[config.mk]
export PLATFORM = sky130hd
export DESIGN_NAME = sec_mem_top
export DESIGN_NICKNAME = d
export VERILOG_FILES = /design/src/hdl/sec_mem_pkg.sv /design/src/hdl/proc_resp_acc.sv /design/src/hdl/resp_queue.sv /design/src/hdl/sec_mem_bank.sv /design/src/hdl/sec_mem_top.sv
export SDC_FILE = /design/constraint.sdc
export NUM_CORES = 1
export LEC_CHECK = 0
export BUFFER_PORTS_ARGS = -buffer_cell sky130_fd_sc_hd__buf_2
export CAP_MARGIN = 40
export CORE_AREA = 4 4 339 174
export CTS_CLUSTER_SIZE = 8
export DETAILED_ROUTE_END_ITERATION = 16
export DIE_AREA = 0 0 343 178
export PLACE_DENSITY = 0.77
export SETUP_SLACK_MARGIN = 0.02
export SYNTH_ARGS = -nofsm -noshare
export SYNTH_HDL_FRONTEND = slang
export SYNTH_SLANG_ARGS = --single-unit
[constraint.sdc]
create_clock -name clk -period 8.55 [get_ports clk]
set_input_delay 0.855 -clock clk [delete_from_list [all_inputs] [get_ports clk]]
set_output_delay 0.855 -clock clk [all_outputs]
set_load 0.01 [all_outputs]
[src/hdl/sec_mem_pkg.sv]
/*
 * security-tagged memory port shared definitions
 * message formats, request type and sizing constants
 */

package sec_mem_pkg;

	// ====================
	// sizing
	// ====================

	// opaque tag carried from request to response
	localparam int OPAQUE_NBITS = 8;
	localparam int ADDR_NBITS   = 32;
	localparam int DATA_NBITS   = 32;
	localparam int SEC_NBITS    = 2;

	// word memory, word index is addr[5:2]
	localparam int MEM_WORDS    = 16;
	localparam int IDX_NBITS    = $clog2(MEM_WORDS);

	// response buffering
	localparam int QUEUE_DEPTH  = 4;
	localparam int PTR_NBITS    = $clog2(QUEUE_DEPTH);
	localparam int CNT_NBITS    = $clog2(QUEUE_DEPTH + 1);

	// ====================
	// types
	// ====================

	// higher value is more privileged
	typedef logic [SEC_NBITS-1:0] sec_level_t;

	typedef enum logic {
		MEM_READ  = 1'b0,
		MEM_WRITE = 1'b1
	} mem_type_e;

	// request, 73 bits
	typedef struct packed {
		mem_type_e               msg_type;
		logic [OPAQUE_NBITS-1:0] opaque;
		logic [ADDR_NBITS-1:0]   addr;
		logic [DATA_NBITS-1:0]   data;
	} mem_req_t;

	// response, 41 bits
	typedef struct packed {
		mem_type_e               msg_type;
		logic [OPAQUE_NBITS-1:0] opaque;
		logic [DATA_NBITS-1:0]   data;
	} mem_resp_t;

	// response plus the level of the stored word, internal only
	typedef struct packed {
		mem_resp_t  resp;
		sec_level_t level;
	} tagged_resp_t;

endpackage

[src/hdl/proc_resp_acc.sv]
/*
 * response access control
 * masks data of words tagged above the processor's level
 */

`timescale 1ns/1ns

module proc_resp_acc (
	input  logic                      clk,

	// from the response queue head
	input  logic                      head_val,
	output logic                      head_rdy,
	input  sec_mem_pkg::tagged_resp_t head_msg,

	// current processor level
	input  sec_mem_pkg::sec_level_t   proc_sec_level,

	// to the processor
	output logic                      proc_resp_val,
	input  logic                      proc_resp_rdy,
	output sec_mem_pkg::mem_resp_t    proc_resp_msg
);

	logic allow;

	// word level at or below processor level may be seen
	assign allow = (head_msg.level <= proc_sec_level);

	// handshake is not touched by the check
	assign proc_resp_val = head_val;
	assign head_rdy      = proc_resp_rdy;

	always_comb begin
		// type and opaque always go through
		proc_resp_msg = head_msg.resp;
		// denied, drop data to zero
		if (!allow) begin
			proc_resp_msg.data = '0;
		end
	end

	// ====================
	// checks
	// ====================

	// no leak of protected data on any valid cycle
	a_denied_zero: assert property (@(posedge clk)
		(proc_resp_val && (head_msg.level > proc_sec_level)) |->
		(proc_resp_msg.data == '0));

endmodule

[src/hdl/resp_queue.sv]
/*
 * 4-entry response FIFO between the bank and the access control
 */

`timescale 1ns/1ns

module resp_queue (
	input  logic                      clk,
	input  logic                      arst_n,

	// write side, from the bank
	input  logic                      push_val,
	input  sec_mem_pkg::tagged_resp_t push_msg,
	output logic [2:0]                count,

	// read side, head of the queue
	output logic                      head_val,
	input  logic                      head_rdy,
	output sec_mem_pkg::tagged_resp_t head_msg
);

	sec_mem_pkg::tagged_resp_t          entries [sec_mem_pkg::QUEUE_DEPTH];
	logic [sec_mem_pkg::PTR_NBITS-1:0]  wr_ptr;
	logic [sec_mem_pkg::PTR_NBITS-1:0]  rd_ptr;
	logic                               pop;

	// head is valid whenever something is stored
	assign head_val = (count != 3'd0);
	assign head_msg = entries[rd_ptr];
	assign pop      = head_val && head_rdy;

	// ====================
	// pointers and count
	// ====================

	always_ff @(posedge clk or negedge arst_n) begin
		if (!arst_n) begin
			wr_ptr <= '0;
			rd_ptr <= '0;
			count  <= 3'd0;
		end else begin
			// pointers wrap naturally, depth is a power of two
			if (push_val) begin
				wr_ptr <= wr_ptr + 1'b1;
			end
			if (pop) begin
				rd_ptr <= rd_ptr + 1'b1;
			end
			case ({push_val, pop})
				2'b10:   count <= count + 3'd1;
				2'b01:   count <= count - 3'd1;
				default: count <= count;
			endcase
		end
	end

	// entry storage
	always_ff @(posedge clk) begin
		if (push_val) begin
			entries[wr_ptr] <= push_msg;
		end
	end

	// ====================
	// checks
	// ====================

	// bank credit check must keep us from overflowing
	a_no_push_full: assert property (@(posedge clk) disable iff (!arst_n)
		push_val |-> (count < 3'(sec_mem_pkg::QUEUE_DEPTH)));

	// a popped entry lies between the pointers, or every slot is taken
	a_no_pop_empty: assert property (@(posedge clk) disable iff (!arst_n)
		pop |-> ((wr_ptr != rd_ptr) || (count == 3'(sec_mem_pkg::QUEUE_DEPTH))));

endmodule

[src/hdl/sec_mem_bank.sv]
/*
 * tagged word memory bank
 * one-cycle pipelined access, accepts only when the response queue has room
 */

`timescale 1ns/1ns

module sec_mem_bank (
	input  logic                      clk,
	input  logic                      arst_n,

	// request from the processor
	input  logic                      req_val,
	output logic                      req_rdy,
	input  sec_mem_pkg::mem_req_t     req_msg,

	// level of the requesting processor
	input  sec_mem_pkg::sec_level_t   proc_sec_level,

	// response queue side
	input  logic [2:0]                queue_count,
	output logic                      push_val,
	output sec_mem_pkg::tagged_resp_t push_msg
);

	// data and security tag per word
	logic [sec_mem_pkg::DATA_NBITS-1:0] mem_data [sec_mem_pkg::MEM_WORDS];
	sec_mem_pkg::sec_level_t            mem_tag  [sec_mem_pkg::MEM_WORDS];

	logic [sec_mem_pkg::IDX_NBITS-1:0]  idx;
	logic                               req_fire;
	logic [3:0]                         reserved;

	// word index from the byte address
	assign idx = req_msg.addr[sec_mem_pkg::IDX_NBITS+1:2];

	// ====================
	// credit check
	// ====================

	// entries already queued plus the one in flight in push_val
	// a slot popped this cycle is not counted, which only costs a cycle
	assign reserved = {1'b0, queue_count} + {3'b000, push_val};
	assign req_rdy  = (reserved < 4'(sec_mem_pkg::QUEUE_DEPTH));
	assign req_fire = req_val && req_rdy;

	// ====================
	// storage
	// ====================

	always_ff @(posedge clk or negedge arst_n) begin
		if (!arst_n) begin
			for (int i = 0; i < sec_mem_pkg::MEM_WORDS; i++) begin
				mem_data[i] <= '0;
				mem_tag[i]  <= '0;
			end
		end else if (req_fire && (req_msg.msg_type == sec_mem_pkg::MEM_WRITE)) begin
			// the writer's level becomes the word's tag, lower or higher
			mem_data[idx] <= req_msg.data;
			mem_tag[idx]  <= proc_sec_level;
		end
	end

	// ====================
	// response stage
	// ====================

	// one request in flight at most, its valid bit
	always_ff @(posedge clk or negedge arst_n) begin
		if (!arst_n) begin
			push_val <= 1'b0;
		end else begin
			push_val <= req_fire;
		end
	end

	// payload, only meaningful while push_val is high
	always_ff @(posedge clk) begin
		if (req_fire) begin
			push_msg.resp.msg_type <= req_msg.msg_type;
			push_msg.resp.opaque   <= req_msg.opaque;
			if (req_msg.msg_type == sec_mem_pkg::MEM_WRITE) begin
				// write ack has no data, tag is the new one
				push_msg.resp.data <= '0;
				push_msg.level     <= proc_sec_level;
			end else begin
				push_msg.resp.data <= mem_data[idx];
				push_msg.level     <= mem_tag[idx];
			end
		end
	end

	// processor keeps the message fully defined while it asks
	a_req_known: assert property (@(posedge clk) disable iff (!arst_n)
		req_val |-> !$isunknown(req_msg));

endmodule

[src/hdl/sec_mem_top.sv]
/*
 * security-tagged memory port top
 * bank, response queue and response access control
 */

`timescale 1ns/1ns

module sec_mem_top (
	input  logic                    clk,
	input  logic                    arst_n,

	// processor request port
	input  logic                    req_val,
	output logic                    req_rdy,
	input  sec_mem_pkg::mem_req_t   req_msg,

	// processor level, stable while responses are outstanding
	input  sec_mem_pkg::sec_level_t proc_sec_level,

	// processor response port
	output logic                    proc_resp_val,
	input  logic                    proc_resp_rdy,
	output sec_mem_pkg::mem_resp_t  proc_resp_msg
);

	// bank to queue
	logic                      push_val;
	sec_mem_pkg::tagged_resp_t push_msg;
	logic [2:0]                queue_count;

	// queue head to access control
	logic                      head_val;
	logic                      head_rdy;
	sec_mem_pkg::tagged_resp_t head_msg;

	// ====================
	// datapath
	// ====================

	sec_mem_bank bank_i (
		.clk            (clk),
		.arst_n         (arst_n),
		.req_val        (req_val),
		.req_rdy        (req_rdy),
		.req_msg        (req_msg),
		.proc_sec_level (proc_sec_level),
		.queue_count    (queue_count),
		.push_val       (push_val),
		.push_msg       (push_msg)
	);

	// absorbs processor back-pressure
	resp_queue queue_i (
		.clk      (clk),
		.arst_n   (arst_n),
		.push_val (push_val),
		.push_msg (push_msg),
		.count    (queue_count),
		.head_val (head_val),
		.head_rdy (head_rdy),
		.head_msg (head_msg)
	);

	// zero-cycle check on the way out
	proc_resp_acc acc_i (
		.clk            (clk),
		.head_val       (head_val),
		.head_rdy       (head_rdy),
		.head_msg       (head_msg),
		.proc_sec_level (proc_sec_level),
		.proc_resp_val  (proc_resp_val),
		.proc_resp_rdy  (proc_resp_rdy),
		.proc_resp_msg  (proc_resp_msg)
	);

endmodule

Yosys cells after proc, flatten, opt, wreduce, memory -nomap -nowiden
Memories as Yosys holds them, arrays and structs flattened.
Index checks and enable logic that the tools add are counted.
Widths: inputs -> output; s select.
{"block": "totals", "word_cells": 76, "n_memories": 1, "mem_bits_rw": 172, "input_bits": 79, "reg_bits": 595, "out_inout_bits": 43}
{"block": "op_classes", "n_eq_ne": 2, "magnitude_cmp": 4, "n_mux": 17, "n_addsub": 5, "bitwise": 1, "n_reduce_logical": 6}
{"name": "queue_i.entries", "words": 4, "word_bits": 43, "read_ports": 1, "rd_clocked_by_memory_dff": 0, "write_ports": 1, "line": "resp_queue.sv:22", "text": "sec_mem_pkg::tagged_resp_t entries [sec_mem_pkg::QUEUE_DEPTH];"}
{"cell": "$bwmux 512", "n": 1}
{"cell": "$bmux 32 s4", "n": 1}
{"cell": "$demux 32 s4", "n": 1}
{"cell": "$mux 32", "n": 4}
{"cell": "$bwmux 32", "n": 1}
{"cell": "$bmux 2 s4", "n": 1}
{"cell": "$demux 2 s4", "n": 1}
{"cell": "$mux 2", "n": 4}
{"cell": "$pmux 3 s2", "n": 1}
{"cell": "$ge 5x5->1 const B", "n": 1}
{"cell": "$lt 5x1->1 const B", "n": 1}
{"cell": "$not 4->5", "n": 1}
{"cell": "$add 2x1->2 const B", "n": 2}
{"cell": "$add 3x1->4", "n": 1}
{"cell": "$logic_and 1x1->1", "n": 4}
{"cell": "$lt 4x3->1 const B", "n": 1}
{"cell": "$add 3x1->3 const B", "n": 1}
{"cell": "$reduce_bool 3->1", "n": 1}
{"cell": "$sub 3x1->3 const B", "n": 1}
{"cell": "$eq 2x1->1 const B", "n": 1}
{"cell": "$eq 2x2->1 const B", "n": 1}
{"cell": "$le 2x2->1", "n": 1}
{"cell": "$mux 1", "n": 2}
{"cell": "$reduce_bool 2->1", "n": 1}

Longest topological paths before layout
{"block": "depth", "word_depth": 6, "mapped_depth": 9, "mapped_depth_nobuf": 7}

By module
A second synthesis with hierarchy kept.
{"block": "unflattened", "hier_cells": 1936, "area_unflattened_um2": 33752.4}
{"module": "sec_mem_bank", "area_each_um2": 26280.2, "instances": 1, "seq_area_each_um2": 14929.3, "cells_each": 1550}
{"module": "resp_queue", "area_each_um2": 6667.6, "instances": 1, "seq_area_each_um2": 5340.1, "cells_each": 261}
{"module": "proc_resp_acc", "area_each_um2": 804.5, "instances": 1, "seq_area_each_um2": 0.0, "cells_each": 125}

Worst setup path after synthesis
OpenSTA, ideal clock, no wires.
{"block": "synth_timing", "path_kind": "flip-flop to output port", "from": "reg queue_i.rd_ptr[0] (netlist name)", "to": "out proc_resp_msg[0] (netlist name)", "arrival_time_ps": 2449, "stages_incl_launch_ff": 9, "path_slack_ps": 5246, "required_time_ps": 7695, "n_path_buf": 3, "path_cell_list": "dfrtp_1 -> buf_2 -> buf_2 -> mux4_2 -> ha_1 -> nor2b_1 -> a2bb2oi_1 -> clkbuf_1 -> nor2b_1"}
{"item": "from (decl)", "line": "resp_queue.sv:24", "text": "logic [sec_mem_pkg::PTR_NBITS-1:0] rd_ptr;"}
{"item": "from (signal assigned)", "line": "resp_queue.sv:47", "text": "rd_ptr <= rd_ptr + 1'b1;"}
{"item": "to (decl)", "line": "sec_mem_top.sv:23", "text": "output sec_mem_pkg::mem_resp_t proc_resp_msg"}

==> summary.md <==
| Metric | Value |
|---|---|
| Core Util, Final | `67.43%` |
| IO Pins | `roughly 120` |
| FF+latch count, synth | `767` |
| Core Area | `0.05549 sq mm` |
| Worst path slowest cell | `a2bb2oi_4` |
| Starting Density | `60.14%` |
| Drt first pass iters | `5` |
| Largest net degree at the start of global routing | `~170` |
| Clock root buffer | `clkbuf_16` |
| Least-Margin Pin Slew | `0.9344 ns` |
| Via/cell ratio | `6.186` |
| CP required | `just under 8 ns` |
| Resized cells post-CTS | `0` |
| Synth Instances | `between 1500 and 2000` |
| Static leakage | `16.48 nW` |
| Count of pins over their slew limit | `0` |
| Most frequent cell after synthesis | `dfrtp_1` |
| Final WL | `between 70000 and 80000 microns` |
| Dpl hpwl | `approximately 40000 microns` |
| Cell with the most instances on the worst path | `nor2b_1` |
| CP cell instances | `buf_4, buf_16, mux4_2, ha_1, nor2b_1, a2bb2oi_4, nor2b_1, buf_2` |
| M1 WL | `about 32000 microns` |
| Sequential share of the synthesized area | `60.74%` |
| Setup crit start | `queue_i.rd_ptr[0]` |
| CTS tree | `done` |
| Synth Net Count | `1947` |
| Dpl ws | `between 4 and 5 ns` |
| Outcome | `finished, final reports clean` |
| Initial antenna violation count | `2` |
| Nets | `2039` |
| Critical Path Max Stage Delay | `0.72 ns` |
| Post-route ant nets | `0` |
| Worst Skew | `~0.017 ns` |
| Congestion Overflow GR | `0` |
| Endpoint class of the critical path | `output pin` |
| Postcts setup bufs | `0` |
| Layout cells sized above 1 | `approximately 47%` |
| P per Cell Area | `301.6 mW/mm^2` |
| Relative slew slack | `37.48%` |
| Synth Area per Inst | `about 18 sq um` |
| Max rail drop VDD | `0.1931 mV` |
| Worst reg2reg startpoint | `bank_i.push_val` |
| Post-synth cell types | `46` |
| CP Launch Type | `register` |
| Worst Hold Class | `primary input to async pin` |
| Post-synth top cells | `552 x dfrtp_1, 452 x mux2_2, 215 x edfxtp_1` |
| DRT iter0 DRCs | `1117` |
| GRT Total Usage | `24.31%` |
| Post-route clock period utilization | `between 50% and 60%` |
| Arr. time, crit path | `3.84 ns` |
| First-pass GRT wire length | `111100 microns` |
| IO Port Bufs | `93` |
| Die Width | `~340 microns` |
| WL/cell | `about 26 microns` |
| CTS buffer count | `105` |
| Area delta synth->final | `12.12%` |
| Top Metal Used | `met4` |
| Top FF cell, synth | `dfrtp_1` |
| CTS Hold Buffers Added | `0` |
| FP Rows | `61` |
| Clk_lat worst skew | `between 0.6 and 0.7 ns` |
| Synthesized cell area | `0.03337 sq mm` |
| Met3 wire length | `4091 microns` |
| Crit path time final | `4.696 ns` |
| RSZ-0062 raised after global routing | `no` |
| Cell type with the highest aggregate area in the netlist | `dfrtp_1` |
| Final Setup Violations | `0` |
| Crit path kind | `register to output pin` |
| Clock transition at path regs | `0.05 ns` |
| Vias in the first global route | `18330` |
| Post-synth top area share | `41.39%` |
| Vias | `between 15000 and 20000` |
| Fmax | `213.0 MHz` |
| H-tree levels | `3` |
| Final setup margin | `3.854 ns` |
| Total clock sinks | `767` |
| Die Ht | `178 microns` |
| Fraction of registers with async set/reset | `just over 70%` |
| Max Cap Viol | `0` |
| Post-synth EDFFs | `between 200 and 250` |
| Residual DRC count | `0` |
| Hold WS | `0.1681 ns` |
| Final TNS setup | `0 ns` |
| Yosys warns | `0` |
| Clk buf depth | `3` |
| Die area | `0.06105 sq mm` |
| Routed wl met2 | `around 34000 microns` |
| GPL Wtd Cong | `0.7042` |
| Area contributors post-synth | `dfrtp_1 41%, edfxtp_1 19%, mux2_2 15%` |
| Critical Path Fanout Max | `32` |
| Fin cells | `2752` |
| Placed Cells | `2601` |
| Count of final hold-check violations | `0` |
## final timing paths
| check | to | depth (start not counted) | slack, ns |
|---|---|---|---|
| worst max-delay path | proc_resp_msg[17] | 8 | 3.85 |
| worst min-delay path | bank_i.mem_data[162] | 1 | 0.17 |
| worst max register to register | bank_i.mem_data[436] | 5 | 5.00 |
| worst min register to register | bank_i.mem_data[45] | 1 | 0.48 |
| max in group asynchronous | bank_i.mem_data[81] | 3 | 6.48 |
| min in group clk | bank_i.push_msg[40] | 1 | 0.39 |
## where the power goes
part           internal, mW  switching [mW]
sequential             4.76           0.430
combinational          1.33            1.05
clock                  2.22            1.48
total                  8.32            2.96
## cells by family (layout without fill, tap and decap cells)
family	Yosys count	count (layout)	synth area share [%]
AO/OA/AOI/OAI	42	42	0.8436
XOR/XNOR	6	6	0.1575
adder cells (fa/ha/maj)	8	8	0.3225
buffers and inverters	164	298	2.861
flip-flops	767	767	60.74
multiplexers	790	790	32.70
other	0	2	0
AND/OR/NAND/NOR	83	83	2.370
## worst max-delay path: cells and delay by family (launching register included)
family / cells / cell delay [ns]
AOI/OAI and AO/OA: 1 / 0.72
adders and majority gates: 1 / 0.35
buffers and inverters: 3 / 0.77
DFF: 1 / 0.39
muxes: 1 / 0.53
and+or+nand+nor: 2 / 0.37
## registers in the layout, summed over array words and instances (netlist names)
name             count
bank_i.mem_data    512
queue_i.count        3
bank_i.mem_tag      32
queue_i.wr_ptr       2
queue_i.entries    172
queue_i.rd_ptr       2
bank_i.push_val      1
bank_i.push_msg     43
## cells in the final DEF (no fill, tap or decap), types with 5 or more instances in the layout
cell and n:
mux2_1 68, mux2_4 28, buf_16 6, nor2b_1 35, ha_1 7, nor4_4 5, clkbuf_1 37, buf_2 89
inv_1 9, mux4_2 177, clkbuf_16 105, mux2i_1 65, nand4_4 9, buf_4 29, dfrtp_1 550, edfxtp_1 215
buf_12 10, mux2_2 452, o22ai_1 32
## layer usage
metal | track usage (%) | up-vias
li1 | - | 7306
met1 | 34.58 | 9243
met2 | 38.34 | 374
met3 | 5.885 | 101
met4 | 6.502 | 0
met5 | 0 | -
## final cells by class
type	count	area [sq um]
Multi-Input combinational cell	929	12180
Timing Repair Buffer	137	1070
Tap cell	756	945.9
Clock buffer	142	2766
Inverter	12	46.29
Antenna cell	2	5.005
Sequential cell	767	20270
Fill cell	3578	18070
Clock inverter	7	127.6
## metrics by stage
stage	power, mW	instance area (sq um)
after CTS	11.39	37410
after detailed placement	7.642	34510
after global routing	11.84	37410
final	11.28	37410
after global placement	7.493	34150
after floorplan	6.888	33370
No activity file was read; power rests on OpenSTA's default activity.
